**src/include/crc_cfg.svh**
```systemverilog
////////////////////////////////////////
// CRC accelerator configuration
////////////////////////////////////////

`ifndef CRC_CFG_SVH
`define CRC_CFG_SVH

// Register word offsets, taken from HADDR[4:2]
// Data register, write feeds the chain and read returns the CRC
`define CRC_DR_OFS   3'h0
// Scratch ID byte
`define CRC_IDR_OFS  3'h1
// Control word
`define CRC_CR_OFS   3'h2
// Init value and polynomial
`define CRC_INIT_OFS 3'h4
`define CRC_POL_OFS  3'h5

// Reset values of init and polynomial
// Polynomial defaults to CRC-32 (IEEE 802.3)
`define CRC_INIT_RST 32'hFFFFFFFF
`define CRC_POLY_RST 32'h04C11DB7

// Number of byte stages in the fold chain
// One lane per byte of a 32-bit data word
`define CRC_LANES 4

`endif

```
**src/verilog/crc_pkg.sv**
```systemverilog
////////////////////////////////////////
// CRC accelerator types
////////////////////////////////////////

`default_nettype none

package crc_pkg;

	// One data word, seen as a plain word or as four bytes
	typedef union packed
	{
		logic [31:0]      word;
		logic [3:0][7:0]  bytes;
	} crc_word_u;

	// CRC width select, 11 behaves as 8-bit
	typedef enum logic [1:0]
	{
		CRC_W32  = 2'b00,
		CRC_W16  = 2'b01,
		CRC_W8   = 2'b10,
		CRC_W8_R = 2'b11
	} crc_width_e;

	// Input bit reversal granularity
	typedef enum logic [1:0]
	{
		REV_NONE = 2'b00,
		REV_BYTE = 2'b01,
		REV_HALF = 2'b10,
		REV_WORD = 2'b11
	} rev_in_e;

	// Data word size, same codes as HSIZE
	typedef enum logic [1:0]
	{
		SIZE_BYTE = 2'd0,
		SIZE_HALF = 2'd1,
		SIZE_WORD = 2'd2
	} bus_size_e;

endpackage

`default_nettype wire

```
**src/verilog/crc_ifs.sv**
```systemverilog
////////////////////////////////////////
// CRC internal interfaces
////////////////////////////////////////

`timescale 1ns/100ps
`default_nettype none

// Host to input feed, one data word per push
interface crc_feed_if;

	// Raw bus word, not yet reversed
	crc_pkg::crc_word_u wdata;
	crc_pkg::bus_size_e size;
	crc_pkg::rev_in_e   rev_in;
	// One-cycle strobe in the DR write data phase
	logic               push;
	// Word held and still folding
	logic               full;

	modport host (output wdata, output size, output rev_in, output push, input full);
	modport feed (input wdata, input size, input rev_in, input push, output full);

endinterface

// Host to result block, register writes and read values
interface crc_ctrl_if;

	logic [31:0]         wdata;
	// Write strobes, one cycle each
	logic                init_en;
	logic                poly_en;
	logic                idr_en;
	// CRC reload from init
	logic                reset_chain;
	crc_pkg::crc_width_e width;
	logic                rev_out;
	// Read back values
	logic [31:0]         crc_out;
	logic [31:0]         init_out;
	logic [31:0]         poly_out;
	logic [7:0]          idr_out;
	// Init write has to wait
	logic                reset_pending;

	modport host
	(
		output wdata, output init_en, output poly_en, output idr_en,
		output reset_chain, output width, output rev_out,
		input crc_out, input init_out, input poly_out, input idr_out,
		input reset_pending
	);

	modport result
	(
		input wdata, input init_en, input poly_en, input idr_en,
		input reset_chain, input width, input rev_out,
		output crc_out, output init_out, output poly_out, output idr_out,
		output reset_pending
	);

endinterface

`default_nettype wire

```
**src/verilog/crc_ahb_top.sv**
```systemverilog
////////////////////////////////////////
// CRC accelerator, AHB-Lite top
////////////////////////////////////////

`timescale 1ns/100ps
`default_nettype none
`include "crc_cfg.svh"

module crc_ahb_top
(
	input  wire         HCLK,
	input  wire         HRESETn,
	input  wire  [31:0] HADDR,
	input  wire  [31:0] HWDATA,
	input  wire  [2:0]  HSIZE,
	input  wire  [1:0]  HTRANS,
	input  wire         HWRITE,
	input  wire         HSEL,
	input  wire         HREADY,
	output logic [31:0] HRDATA,
	output logic        HREADYOUT,
	output logic        HRESP
);

	crc_feed_if feed_if();
	crc_ctrl_if ctrl_if();

	// Lanes from the feed into the stage chain
	logic [`CRC_LANES-1:0][7:0] lane_byte;
	logic [`CRC_LANES-1:0]      lane_en;
	logic                       step;

	// CRC between stages
	// Entry 0 is the stored CRC, the last entry goes back to the register
	logic [31:0]                chain [0:`CRC_LANES];
	logic [31:0]                poly;
	crc_pkg::crc_width_e        width;

	crc_host_interface u_host
	(
		.HCLK      (HCLK),
		.HRESETn   (HRESETn),
		.HADDR     (HADDR),
		.HWDATA    (HWDATA),
		.HSIZE     (HSIZE),
		.HTRANS    (HTRANS),
		.HWRITE    (HWRITE),
		.HSEL      (HSEL),
		.HREADY    (HREADY),
		.HRDATA    (HRDATA),
		.HREADYOUT (HREADYOUT),
		.HRESP     (HRESP),
		.feed      (feed_if.host),
		.ctrl      (ctrl_if.host)
	);

	crc_input_feed u_feed
	(
		.HCLK      (HCLK),
		.HRESETn   (HRESETn),
		.feed      (feed_if.feed),
		.lane_byte (lane_byte),
		.lane_en   (lane_en),
		.step      (step)
	);

	// One stage per byte lane
	for (genvar i = 0; i < `CRC_LANES; i++)
	begin : g_lane
		crc_byte_stage u_stage
		(
			.crc_in    (chain[i]),
			.lane_byte (lane_byte[i]),
			.lane_en   (lane_en[i]),
			.poly      (poly),
			.width     (width),
			.crc_out   (chain[i+1])
		);
	end

	crc_result_reg u_result
	(
		.HCLK      (HCLK),
		.HRESETn   (HRESETn),
		.step      (step),
		.chain_crc (chain[`CRC_LANES]),
		.full      (feed_if.full),
		.ctrl      (ctrl_if.result),
		.crc_cur   (chain[0]),
		.poly      (poly),
		.width     (width)
	);

endmodule

`default_nettype wire

```
**src/verilog/crc_byte_stage.sv**
```systemverilog
////////////////////////////////////////
// CRC byte fold stage
////////////////////////////////////////

`timescale 1ns/100ps
`default_nettype none

module crc_byte_stage
(
	input  wire                      [31:0] crc_in,
	input  wire                      [7:0]  lane_byte,
	input  wire                             lane_en,
	input  wire                      [31:0] poly,
	input  wire crc_pkg::crc_width_e        width,
	output logic                     [31:0] crc_out
);

	always_comb
	begin : fold
		logic [31:0] mask;
		logic [31:0] crc;
		logic        fb;
		int          msb;

		// Active CRC bits, reserved width code acts as 8-bit
		case (width)
			crc_pkg::CRC_W32:
			begin
				mask = 32'hFFFFFFFF;
				msb  = 31;
			end
			crc_pkg::CRC_W16:
			begin
				mask = 32'h0000FFFF;
				msb  = 15;
			end
			default:
			begin
				mask = 32'h000000FF;
				msb  = 7;
			end
		endcase

		crc = crc_in & mask;
		// MSB-first, non-reflected
		for (int b = 7; b >= 0; b--)
		begin
			fb  = crc[msb] ^ lane_byte[b];
			// Shift out of the top bit, upper bits stay zero
			crc = (crc << 1) & mask;
			if (fb)
				crc = crc ^ (poly & mask);
		end

		// Idle lane leaves the CRC as it is
		crc_out = lane_en ? crc : crc_in;
	end

endmodule

`default_nettype wire

```
**src/verilog/crc_host_interface.sv**
```systemverilog
////////////////////////////////////////
// CRC AHB-Lite slave interface
////////////////////////////////////////

`timescale 1ns/100ps
`default_nettype none
`include "crc_cfg.svh"

module crc_host_interface
(
	input  wire         HCLK,
	input  wire         HRESETn,
	input  wire  [31:0] HADDR,
	input  wire  [31:0] HWDATA,
	input  wire  [2:0]  HSIZE,
	input  wire  [1:0]  HTRANS,
	input  wire         HWRITE,
	input  wire         HSEL,
	input  wire         HREADY,
	output logic [31:0] HRDATA,
	output logic        HREADYOUT,
	output logic        HRESP,
	crc_feed_if.host    feed,
	crc_ctrl_if.host    ctrl
);

	// Address phase captured for the data phase
	logic [2:0]         haddr_pp;
	crc_pkg::bus_size_e hsize_pp;
	logic               hwrite_pp;
	// Selected and NONSEQ or SEQ
	logic               active_pp;

	// Control word
	// [4] output reversal, [3:2] input reversal, [1:0] width
	logic [4:0]         cr_q;

	logic               sample_bus;
	logic               write_en;
	logic               dr_sel;
	logic               idr_sel;
	logic               cr_sel;
	logic               init_sel;
	logic               pol_sel;
	logic               cr_en;
	logic               dr_wait;
	logic               init_wait;

	////////////////////////////////////////
	// Address phase pipeline
	////////////////////////////////////////

	// Bus sampled only when the previous transfer completes
	assign sample_bus = HREADY && HREADYOUT;

	always_ff @(posedge HCLK)
	begin
		if (!HRESETn)
		begin
			haddr_pp  <= 3'h0;
			hsize_pp  <= crc_pkg::SIZE_WORD;
			hwrite_pp <= 1'b0;
			active_pp <= 1'b0;
		end
		else if (sample_bus)
		begin
			// Word registers, so only bits 4 to 2 decode
			haddr_pp  <= HADDR[4:2];
			hsize_pp  <= crc_pkg::bus_size_e'(HSIZE[1:0]);
			hwrite_pp <= HWRITE;
			// HTRANS[1] marks NONSEQ and SEQ
			active_pp <= HSEL && HTRANS[1];
		end
	end

	////////////////////////////////////////
	// Register decode
	////////////////////////////////////////

	assign dr_sel   = (haddr_pp == `CRC_DR_OFS);
	assign idr_sel  = (haddr_pp == `CRC_IDR_OFS);
	assign cr_sel   = (haddr_pp == `CRC_CR_OFS);
	assign init_sel = (haddr_pp == `CRC_INIT_OFS);
	assign pol_sel  = (haddr_pp == `CRC_POL_OFS);

	assign write_en = active_pp && hwrite_pp;
	assign cr_en    = cr_sel && write_en;

	// DR access of either kind stalls while a word is still folding
	assign dr_wait   = dr_sel && active_pp && feed.full;
	// Init must not change under a pending chain reload
	assign init_wait = init_sel && write_en && ctrl.reset_pending;

	assign HREADYOUT = !(dr_wait || init_wait);
	// No error responses
	assign HRESP     = 1'b0;

	// Feed side
	// HWDATA arrives in the data phase, no extra register
	assign feed.wdata.word = HWDATA;
	assign feed.size       = hsize_pp;
	assign feed.rev_in     = crc_pkg::rev_in_e'(cr_q[3:2]);
	assign feed.push       = dr_sel && write_en && !feed.full;

	// Result block side
	assign ctrl.wdata       = HWDATA;
	assign ctrl.init_en     = init_sel && write_en && !ctrl.reset_pending;
	assign ctrl.poly_en     = pol_sel && write_en;
	assign ctrl.idr_en      = idr_sel && write_en;
	assign ctrl.reset_chain = cr_en && HWDATA[0];
	assign ctrl.width       = crc_pkg::crc_width_e'(cr_q[1:0]);
	assign ctrl.rev_out     = cr_q[4];

	////////////////////////////////////////
	// Control word and read mux
	////////////////////////////////////////

	// Bit 0 is a self-clearing command, not stored
	always_ff @(posedge HCLK)
	begin
		if (!HRESETn)
			cr_q <= 5'h00;
		else if (cr_en)
			cr_q <= HWDATA[7:3];
	end

	always_comb
	begin
		case (haddr_pp)
			`CRC_DR_OFS:   HRDATA = ctrl.crc_out;
			`CRC_IDR_OFS:  HRDATA = {24'h0, ctrl.idr_out};
			// Control read back in its write position, bit 0 reads zero
			`CRC_CR_OFS:   HRDATA = {24'h0, cr_q, 3'h0};
			`CRC_INIT_OFS: HRDATA = ctrl.init_out;
			`CRC_POL_OFS:  HRDATA = ctrl.poly_out;
			default:       HRDATA = 32'h0;
		endcase
	end

endmodule

`default_nettype wire

```
**src/verilog/crc_input_feed.sv**
```systemverilog
////////////////////////////////////////
// CRC input word buffer
////////////////////////////////////////

`timescale 1ns/100ps
`default_nettype none
`include "crc_cfg.svh"

module crc_input_feed
(
	input  wire                          HCLK,
	input  wire                          HRESETn,
	crc_feed_if.feed                     feed,
	output logic [`CRC_LANES-1:0][7:0]   lane_byte,
	output logic [`CRC_LANES-1:0]        lane_en,
	output logic                         step
);

	// Buffered word, already bit reversed
	crc_pkg::crc_word_u buf_q;
	crc_pkg::bus_size_e size_q;
	logic               full_q;
	// Valid bytes in the buffered word
	logic [2:0]         nbytes;

	// Bit reversal within bytes, halfwords or the whole word
	function automatic logic [31:0] rev_word(input logic [31:0] w, input crc_pkg::rev_in_e mode);
		logic [31:0] r;
		r = w;
		case (mode)
			crc_pkg::REV_BYTE:
			begin
				for (int i = 0; i < 32; i++)
					r[i] = w[(i / 8) * 8 + 7 - (i % 8)];
			end
			crc_pkg::REV_HALF:
			begin
				for (int i = 0; i < 32; i++)
					r[i] = w[(i / 16) * 16 + 15 - (i % 16)];
			end
			crc_pkg::REV_WORD:
			begin
				for (int i = 0; i < 32; i++)
					r[i] = w[31 - i];
			end
			default:
				r = w;
		endcase
		return r;
	endfunction

	// Payload, loaded on push only
	always_ff @(posedge HCLK)
	begin
		if (feed.push)
		begin
			buf_q.word <= rev_word(feed.wdata.word, feed.rev_in);
			size_q     <= feed.size;
		end
	end

	// Whole word folds in one cycle, so the buffer drains right after it fills
	always_ff @(posedge HCLK)
	begin
		if (!HRESETn)
			full_q <= 1'b0;
		else
			full_q <= feed.push;
	end

	assign feed.full = full_q;
	// Result register loads the chain while the word is held
	assign step      = full_q;

	// Reserved size code behaves as a word
	always_comb
	begin
		case (size_q)
			crc_pkg::SIZE_BYTE: nbytes = 3'd1;
			crc_pkg::SIZE_HALF: nbytes = 3'd2;
			default:            nbytes = 3'd4;
		endcase
	end

	// Most significant valid byte to lane 0
	always_comb
	begin
		for (int i = 0; i < `CRC_LANES; i++)
		begin
			if (i < nbytes)
			begin
				lane_en[i]   = 1'b1;
				lane_byte[i] = buf_q.bytes[nbytes - 1 - i];
			end
			else
			begin
				lane_en[i]   = 1'b0;
				lane_byte[i] = 8'h00;
			end
		end
	end

endmodule

`default_nettype wire

```
**src/verilog/crc_result_reg.sv**
```systemverilog
////////////////////////////////////////
// CRC result and setup registers
////////////////////////////////////////

`timescale 1ns/100ps
`default_nettype none
`include "crc_cfg.svh"

module crc_result_reg
(
	input  wire                        HCLK,
	input  wire                        HRESETn,
	input  wire                        step,
	input  wire                 [31:0] chain_crc,
	input  wire                        full,
	crc_ctrl_if.result                 ctrl,
	output logic                [31:0] crc_cur,
	output logic                [31:0] poly,
	output crc_pkg::crc_width_e        width
);

	logic [31:0] crc_q;
	logic [31:0] init_q;
	logic [31:0] poly_q;
	logic [7:0]  idr_q;
	// Valid bits of the CRC at the selected width
	logic [31:0] width_mask;

	// Reverse the low bits of the selected width, rest zero
	function automatic logic [31:0] rev_low(input logic [31:0] v, input crc_pkg::crc_width_e w);
		logic [31:0] r;
		for (int i = 0; i < 32; i++)
			r[i] = v[31 - i];
		case (w)
			crc_pkg::CRC_W32: return r;
			crc_pkg::CRC_W16: return {16'h0, r[31:16]};
			default:          return {24'h0, r[31:24]};
		endcase
	endfunction

	////////////////////////////////////////
	// Registers
	////////////////////////////////////////

	// Reload from init wins over a fold in the same cycle
	always_ff @(posedge HCLK)
	begin
		if (!HRESETn)
			crc_q <= `CRC_INIT_RST;
		else if (ctrl.reset_chain)
			crc_q <= init_q;
		else if (step)
			crc_q <= chain_crc;
	end

	always_ff @(posedge HCLK)
	begin
		if (!HRESETn)
		begin
			init_q <= `CRC_INIT_RST;
			poly_q <= `CRC_POLY_RST;
			idr_q  <= 8'h00;
		end
		else
		begin
			if (ctrl.init_en)
				init_q <= ctrl.wdata;
			if (ctrl.poly_en)
				poly_q <= ctrl.wdata;
			// Scratch byte, upper bits of the write ignored
			if (ctrl.idr_en)
				idr_q <= ctrl.wdata[7:0];
		end
	end

	////////////////////////////////////////
	// Read path and chain outputs
	////////////////////////////////////////

	always_comb
	begin
		case (ctrl.width)
			crc_pkg::CRC_W32: width_mask = 32'hFFFFFFFF;
			crc_pkg::CRC_W16: width_mask = 32'h0000FFFF;
			default:          width_mask = 32'h000000FF;
		endcase
	end

	// Output reversal only on the read path, the chain sees the raw CRC
	assign ctrl.crc_out = ctrl.rev_out ? rev_low(crc_q, ctrl.width) : (crc_q & width_mask);

	assign ctrl.init_out      = init_q;
	assign ctrl.poly_out      = poly_q;
	assign ctrl.idr_out       = idr_q;
	// A word in flight still has to land in the CRC
	assign ctrl.reset_pending = full;

	assign crc_cur = crc_q;
	assign poly    = poly_q;
	assign width   = ctrl.width;

endmodule

`default_nettype wire
```
**config.mk**
```make
export PLATFORM = sky130hd
export DESIGN_NAME = crc_ahb_top
export DESIGN_NICKNAME = d
export VERILOG_FILES = /design/src/verilog/crc_pkg.sv /design/src/verilog/crc_ifs.sv /design/src/verilog/crc_ahb_top.sv /design/src/verilog/crc_byte_stage.sv /design/src/verilog/crc_host_interface.sv /design/src/verilog/crc_input_feed.sv /design/src/verilog/crc_result_reg.sv
export VERILOG_INCLUDE_DIRS = /design/src /design/src/include
export SDC_FILE = /design/constraint.sdc
export NUM_CORES = 2
export LEC_CHECK = 0
export BUFFER_PORTS_ARGS = -buffer_cell sky130_fd_sc_hd__buf_2
export CELL_PAD_IN_SITES_DETAIL_PLACEMENT = 0
export CELL_PAD_IN_SITES_GLOBAL_PLACEMENT = 2
export CORE_MARGIN = 3
export CORE_UTILIZATION = 41
export CTS_CLUSTER_DIAMETER = 60
export DETAILED_ROUTE_END_ITERATION = 10
export PLACE_DENSITY_LB_ADDON = 0.1
export SYNTH_ARGS = -nofsm -noshare
export SYNTH_HDL_FRONTEND = slang
export SYNTH_HIERARCHICAL = 1
export SYNTH_SLANG_ARGS = --single-unit
```
**constraint.sdc**
```tcl
create_clock -name HCLK -period 43.2 [get_ports HCLK]
set_input_delay 8.64 -clock HCLK [delete_from_list [all_inputs] [get_ports HCLK]]
set_output_delay 8.64 -clock HCLK [all_outputs]
set_load 0.02 [all_outputs]
```
**Word level (Yosys, flattened, before mapping)**

Index checks and enable logic that the tools add are counted.
Widths: inputs -> output; s select.

- Register bits after elaboration: 151
- Bits of input ports: 74
- Memory bits (read-only): 0
- Bits in latches: 0
- Memory bits (writable): 0
- Memories kept: 0
- Word-level logic and storage cells: 313

- Reduce and logical (&&, ||, !) cells: 21
- Div/mod/pow operators: 0
- Add/subtract/negate cells: 4
- Magnitude comparators: 9
- Bitwise gates (word level): 101
- $mul: 0
- Equal/unequal tests: 9
- Multiplexer cells: 157
- Shift-type cells: 0

Operator list:

| operator | number |
|---|---|
| $mux 32 | 39 |
| $and 32x32->32 | 37 |
| $xor 32x32->32 | 32 |
| $bmux 1 s5 | 32 |
| $pmux 32 s5 | 1 |
| $lt 32x3->1 const B | 4 |
| $pmux 32 s2 | 2 |
| $pmux 32 s3 | 1 |
| $mux 1 | 68 |
| $bmux 8 s2 | 4 |
| $mux 8 | 8 |
| $sub 32x2->32 const B | 2 |
| $sub 32x1->32 const B | 1 |
| $xor 1x1->1 | 32 |
| $logic_and 1x1->1 | 14 |
| $pmux 5 s2 | 1 |
| $eq 2x1->1 const B | 3 |
| $eq 3x3->1 const B | 2 |
| $lt 1x3->1 const A | 2 |
| $lt 2x3->1 const A | 2 |
| $lt 5x6->1 const B | 1 |
| $pmux 3 s2 | 1 |
| $eq 2x2->1 const B | 2 |
| $logic_not 2->1 | 2 |
| 7 further kinds | 8 |

**Logic depth before layout (Yosys ltp)**

- Depth in word-level cells: 172
- Depth in mapped cells: 116
- Depth with buffers taken out: 96

**Hierarchy**

The synthesis kept the hierarchy.

By module, submodules not included:

| module | times used | cells an instance | area each (um2) |
|---|---|---|---|
| crc_byte_stage (g_lane[1].u_stage ...) | 3 | 958 | 6253.5 |
| crc_byte_stage (g_lane[0].u_stage) | 1 | 983 | 6174.7 |
| crc_result_reg | 1 | 513 | 5067.4 |
| crc_input_feed | 1 | 177 | 2608.8 |
| crc_host_interface | 1 | 267 | 2026.9 |

**Least setup slack after synthesis**

OpenSTA, ideal clock, no wires.

- Kind: flip-flop to flip-flop
- Start point: reg u_feed.size_q[0]
- End point: reg u_result.crc_q[31], in the netlist u_result/crc_cur[31]
- Buffers on the path: 13
- Setup slack: 17.002 ns
- Period minus slack after synthesis: 26.198 ns
- Library setup time: 0.070 ns
- Stages on the path, launching flop included: 110
- Data arrival time: 26.128 ns
- Required time: 43.130 ns
- Cells stage by stage: edfxtp_1 > buf_6 > buf_4 > mux2i_1 > o21ai_0 > inv_1 > and4_4 > o211a_1 > or3_1 > buf_2 > nor4b_4 > o21ai_1 > a2111o_1 > a211o_1 > and2_1 > a21oi_1 > o21a_1 > mux2_4 > (+74 left out) > nor4_1 > nor4_4 > mux2i_1 > a221oi_2 > o2111a_2 > mux2i_1 > mux2i_1 > or4_4 > buf_6 > and4_4 > or2_4 > o31ai_4 > buf_6 > buf_4 > a31oi_1 > o32ai_1 > mux2i_1 > a21oi_1

RTL lines:

| item | line | RTL |
|---|---|---|
| start: declaration | crc_input_feed.sv:21 | `crc_pkg::bus_size_e size_q;` |
| start signal: assignment | crc_input_feed.sv:58 | `size_q <= feed.size;` |
| end signal: assignment | crc_result_reg.sv:49 | `` crc_q <= `CRC_INIT_RST; `` |
| end signal: assignment | crc_result_reg.sv:51 | `crc_q <= init_q;` |
| end signal: assignment | crc_result_reg.sv:53 | `crc_q <= chain_crc;` |
| end: declaration | crc_result_reg.sv:22 | `logic [31:0] crc_q;` |

==> reports/results.txt <==
Reg clk slew, reported paths -> 0.06 ns
DRT iter0 DRCs -> 3,616
Post-route DRC -> 0
FP Rows -> 105
status -> complete, no violations
Setup CP Type -> flip-flop to flip-flop
Root Buffer -> clkbuf_16
Layout area overhead -> 1.77%
cell depth of the worst flop-to-flop path -> 103
cts hold-fix bufs -> 0
Simple-Gate Fraction of Synth Area -> 29.6%
Num CTS Buffers -> 17
first-pass GRT wire length -> 230 mm
Setup crit start kind -> flip-flop
Post-Place Cells -> 5,607
Setup violations, final -> 0
Worst VDD drop -> 0.0000298 V
vias per inst -> 6.23
Global Route Usage Sum -> 34.9%
CTS Sinks -> 151
nets@finish -> 4,578
IO Pins -> 108
Final GP Congestion -> 0.900
vias in the first global route -> 32,100
reg-to-reg endpoint -> u_result/crc_cur[12]
Die Height -> 297 um
Final TNS setup -> 0 ns
main flop type after synthesis -> dfxtp_1
worst-margin pin slew -> 1.22 ns
clock skew -> 0.0101 ns
largest stage delay on the critical path -> 1.05 ns
pin count of the biggest net entering global routing -> 86
initial antenna violation count -> 1
Setup crit start -> u_feed/size_q[0]
reg2reg setup slack -> 8.73 ns
fin crit period -> 34.47 ns
Slew Limit Fails -> 0
Std-Cell Core Area -> 0.0829 mm2
Compound-Gate Fraction of Synth Area -> 17.7%
RSZ-0062 raised after global routing -> no
Pwr Density -> 29.2 mW/mm2
Slew HR -> 18.0%
Post-Route WL -> 157 mm
hold path start -> u_host/feed.size[1]
post-synthesis cell area -> 0.0346 mm2
leakage -> 12.9 nW
EDFF count, synth -> 34
Netlist cell types -> 118
Mapped Cells -> 4,814
critical path arrival -> 34.84 ns
YS warnings -> 6
xor-xnor portion of the synthesized cell area -> 22.0%
die width -> 297 um
largest family of logic cells by synthesized area -> simple AND/OR/NAND/NOR gates
syn_nets -> 4,889
Initial Util -> 41.8%
CP required -> 43.57 ns
Die Footprint -> 0.0880 mm2
CTS tree -> built
Hold Crit Depth -> 0
average routed wire per standard cell -> 27.8 um
Syn Area/Cell -> 7.20 um2
Max Cap Violations -> 0
DP HPWL -> 109 mm
share of layout cells above drive strength 1 -> 11.6%
DRT antenna net count -> 0
PortBufs -> 75
Final Hold Fails -> 0
grt ovf -> 0
setup bufs post-CTS -> 0
flops & latches, synth -> 151
Fmax -> 29.0 MHz
cell mode on critical path -> mux2i_1
final critical-path share of the clock period -> 79.8%
sequential-to-total area share from yosys stat -> 9.71%
Worst Hold End -> u_feed/size_q[1]
mux cell area share after synthesis -> 10.9%
crit-path max FO -> 50
CTS Buffer Depth -> 2
Worst-Skew Late Latency -> 0.44 ns
Worst path slowest cell -> o32ai_1
1st-pass router iterations -> 5
Crit. End Element -> flip-flop
Post-CTS Resized -> 0
via count -> 35,100
Finished Layout Cells -> 5,641
H-tree depth -> 4
HP Class -> flip-flop to flip-flop
fraction of registers with async set or reset after synthesis -> 0%
RR Startpoint -> u_feed/size_q[0]
post-synthesis adder-cell area fraction -> 0.0361%
==> flip-flops by register name, indices dropped and copies added, names as in the netlist <==
signal	cells
u_feed/buf_q	32
u_result/crc_cur	32
u_result/ctrl.init_out	32
u_result/ctrl.poly_out	32
u_result/ctrl.idr_out	8
u_host/cr_q	5
u_host/haddr_pp	3
u_feed/size_q	2
u_host/feed.size	2
u_feed/feed.full	1
u_host/active_pp	1
u_host/hwrite_pp	1
==> worst max-delay path: cells and delay by family, from the launching register on <==
family	cells	cell delay [ns]
buf+inv	8	2.76
flops	1	0.33
mux	19	5.41
compound gates	29	10.43
simple gates	43	14.16
xor+xnor	4	1.04
==> area by class of cell <==
cell class,instances,area [um2]
antenna,2,5.00
clock buffer,25,487
clock inverter,7,67.6
fill,8598,47600
inverter,127,477
multi-input combinational,3987,27900
sequential,151,3420
tap,1123,1410
timing repair buffer,219,1470
==> cells by family after synthesis <==
logic type | after synthesis
xor gates and xnor gates | 839
AOI/OAI and AO/OA | 822
adders and majority gates | 1
buffers and inverters | 676
muxes | 308
DFF | 151
and+or+nand+nor | 2015
other | 2
==> routing by layer <==
metal	track usage [%]	part of all wire (%)	vias up
li1	-	-	16200
met1	49.9	45	17100
met2	54.3	44	1548
met3	3.92	7.6	201
met4	12.0	3.9	0
met5	0	0	-
==> where the power goes <==
part	internal, mW	total, mW	switching [mW]
sequential	0.145	0.146	0.00152
clock	0.0842	0.146	0.0619
combinational	0.289	0.736	0.447
total	0.518	1.03	0.511
==> per-stage QoR <==
step	instance area [um2]	hold slack, ns	total power [mW]	setup slack, ns	utilization, %
finish	35300	0.441	1.03	8.73	42.5
global route	35200	0.448	1.09	6.49	42.5
CTS	35200	0.441	1.02	9.08	42.5
detailed placement	34700	0.426	0.872	9.14	41.8
global placement	34700	0.425	0.871	9.41	41.8
floorplan	34600	0.408	0.695	17.00	-
==> cells in the final DEF (no fill, tap or decap), drive strengths merged, types with 16 or more instances in the layout <==
cell type,n
a21o,29
clkbuf,25
dfxtp,117
edfxtp,34
a221oi,16
nor4,58
or2,35
mux2i,250
o31a,21
nand2b,30
o21ai,140
xor2,193
inv,122
and3,49
a31oi,78
mux4,44
nor2,280
nor2b,62
nand4,74
o31ai,36
nand3,199
or4,52
o311ai,19
and3b,33
o2111ai,21
buf,219
nor3,87
a2111oi,16
or3,22
nand2,883
and2,35
o32ai,48
xnor2,631
a21oi,145
and4,75
a211oi,52
o211ai,43
==> Yosys cell counts (45+ instances only) <==
cell / count / area share (%)
buf_1: 47 / 0.51
a31oi_1: 75 / 1.4
nand4_1: 70 / 1.3
inv_1: 117 / 1.3
nor2_1: 273 / 3.0
buf_4: 133 / 2.9
a211oi_1: 45 / 0.98
clkbuf_1: 214 / 2.3
or4_1: 46 / 1.0
nor3_1: 80 / 1.2
xnor2_1: 624 / 16
and3_1: 49 / 0.88
mux2i_1: 242 / 7.0
buf_2: 111 / 1.6
o21ai_0: 104 / 1.5
dfxtp_1: 117 / 6.8
a21oi_1: 139 / 2.0
nor2b_1: 60 / 1.1
nand2_1: 879 / 9.5
nor4_1: 46 / 0.83
xor2_1: 192 / 4.9
nand3_1: 193 / 2.8
and4_1: 70 / 1.8
==> how the worst max path moves through the flow <==
stage | to | slack (ns) | cells after the start
2_1_floorplan | u_result/crc_cur[31] | 17.00 | 109
3_3_place_gp | u_result/crc_cur[11] | 9.41 | 103
3_5_place_dp | u_result/crc_cur[12] | 9.14 | 103
4_1_cts | u_result/crc_cur[29] | 9.08 | 103
5_1_grt | u_result/crc_cur[29] | 6.49 | 103
6_report | u_result/crc_cur[12] | 8.73 | 103
Power figures use the tool's default switching activity.
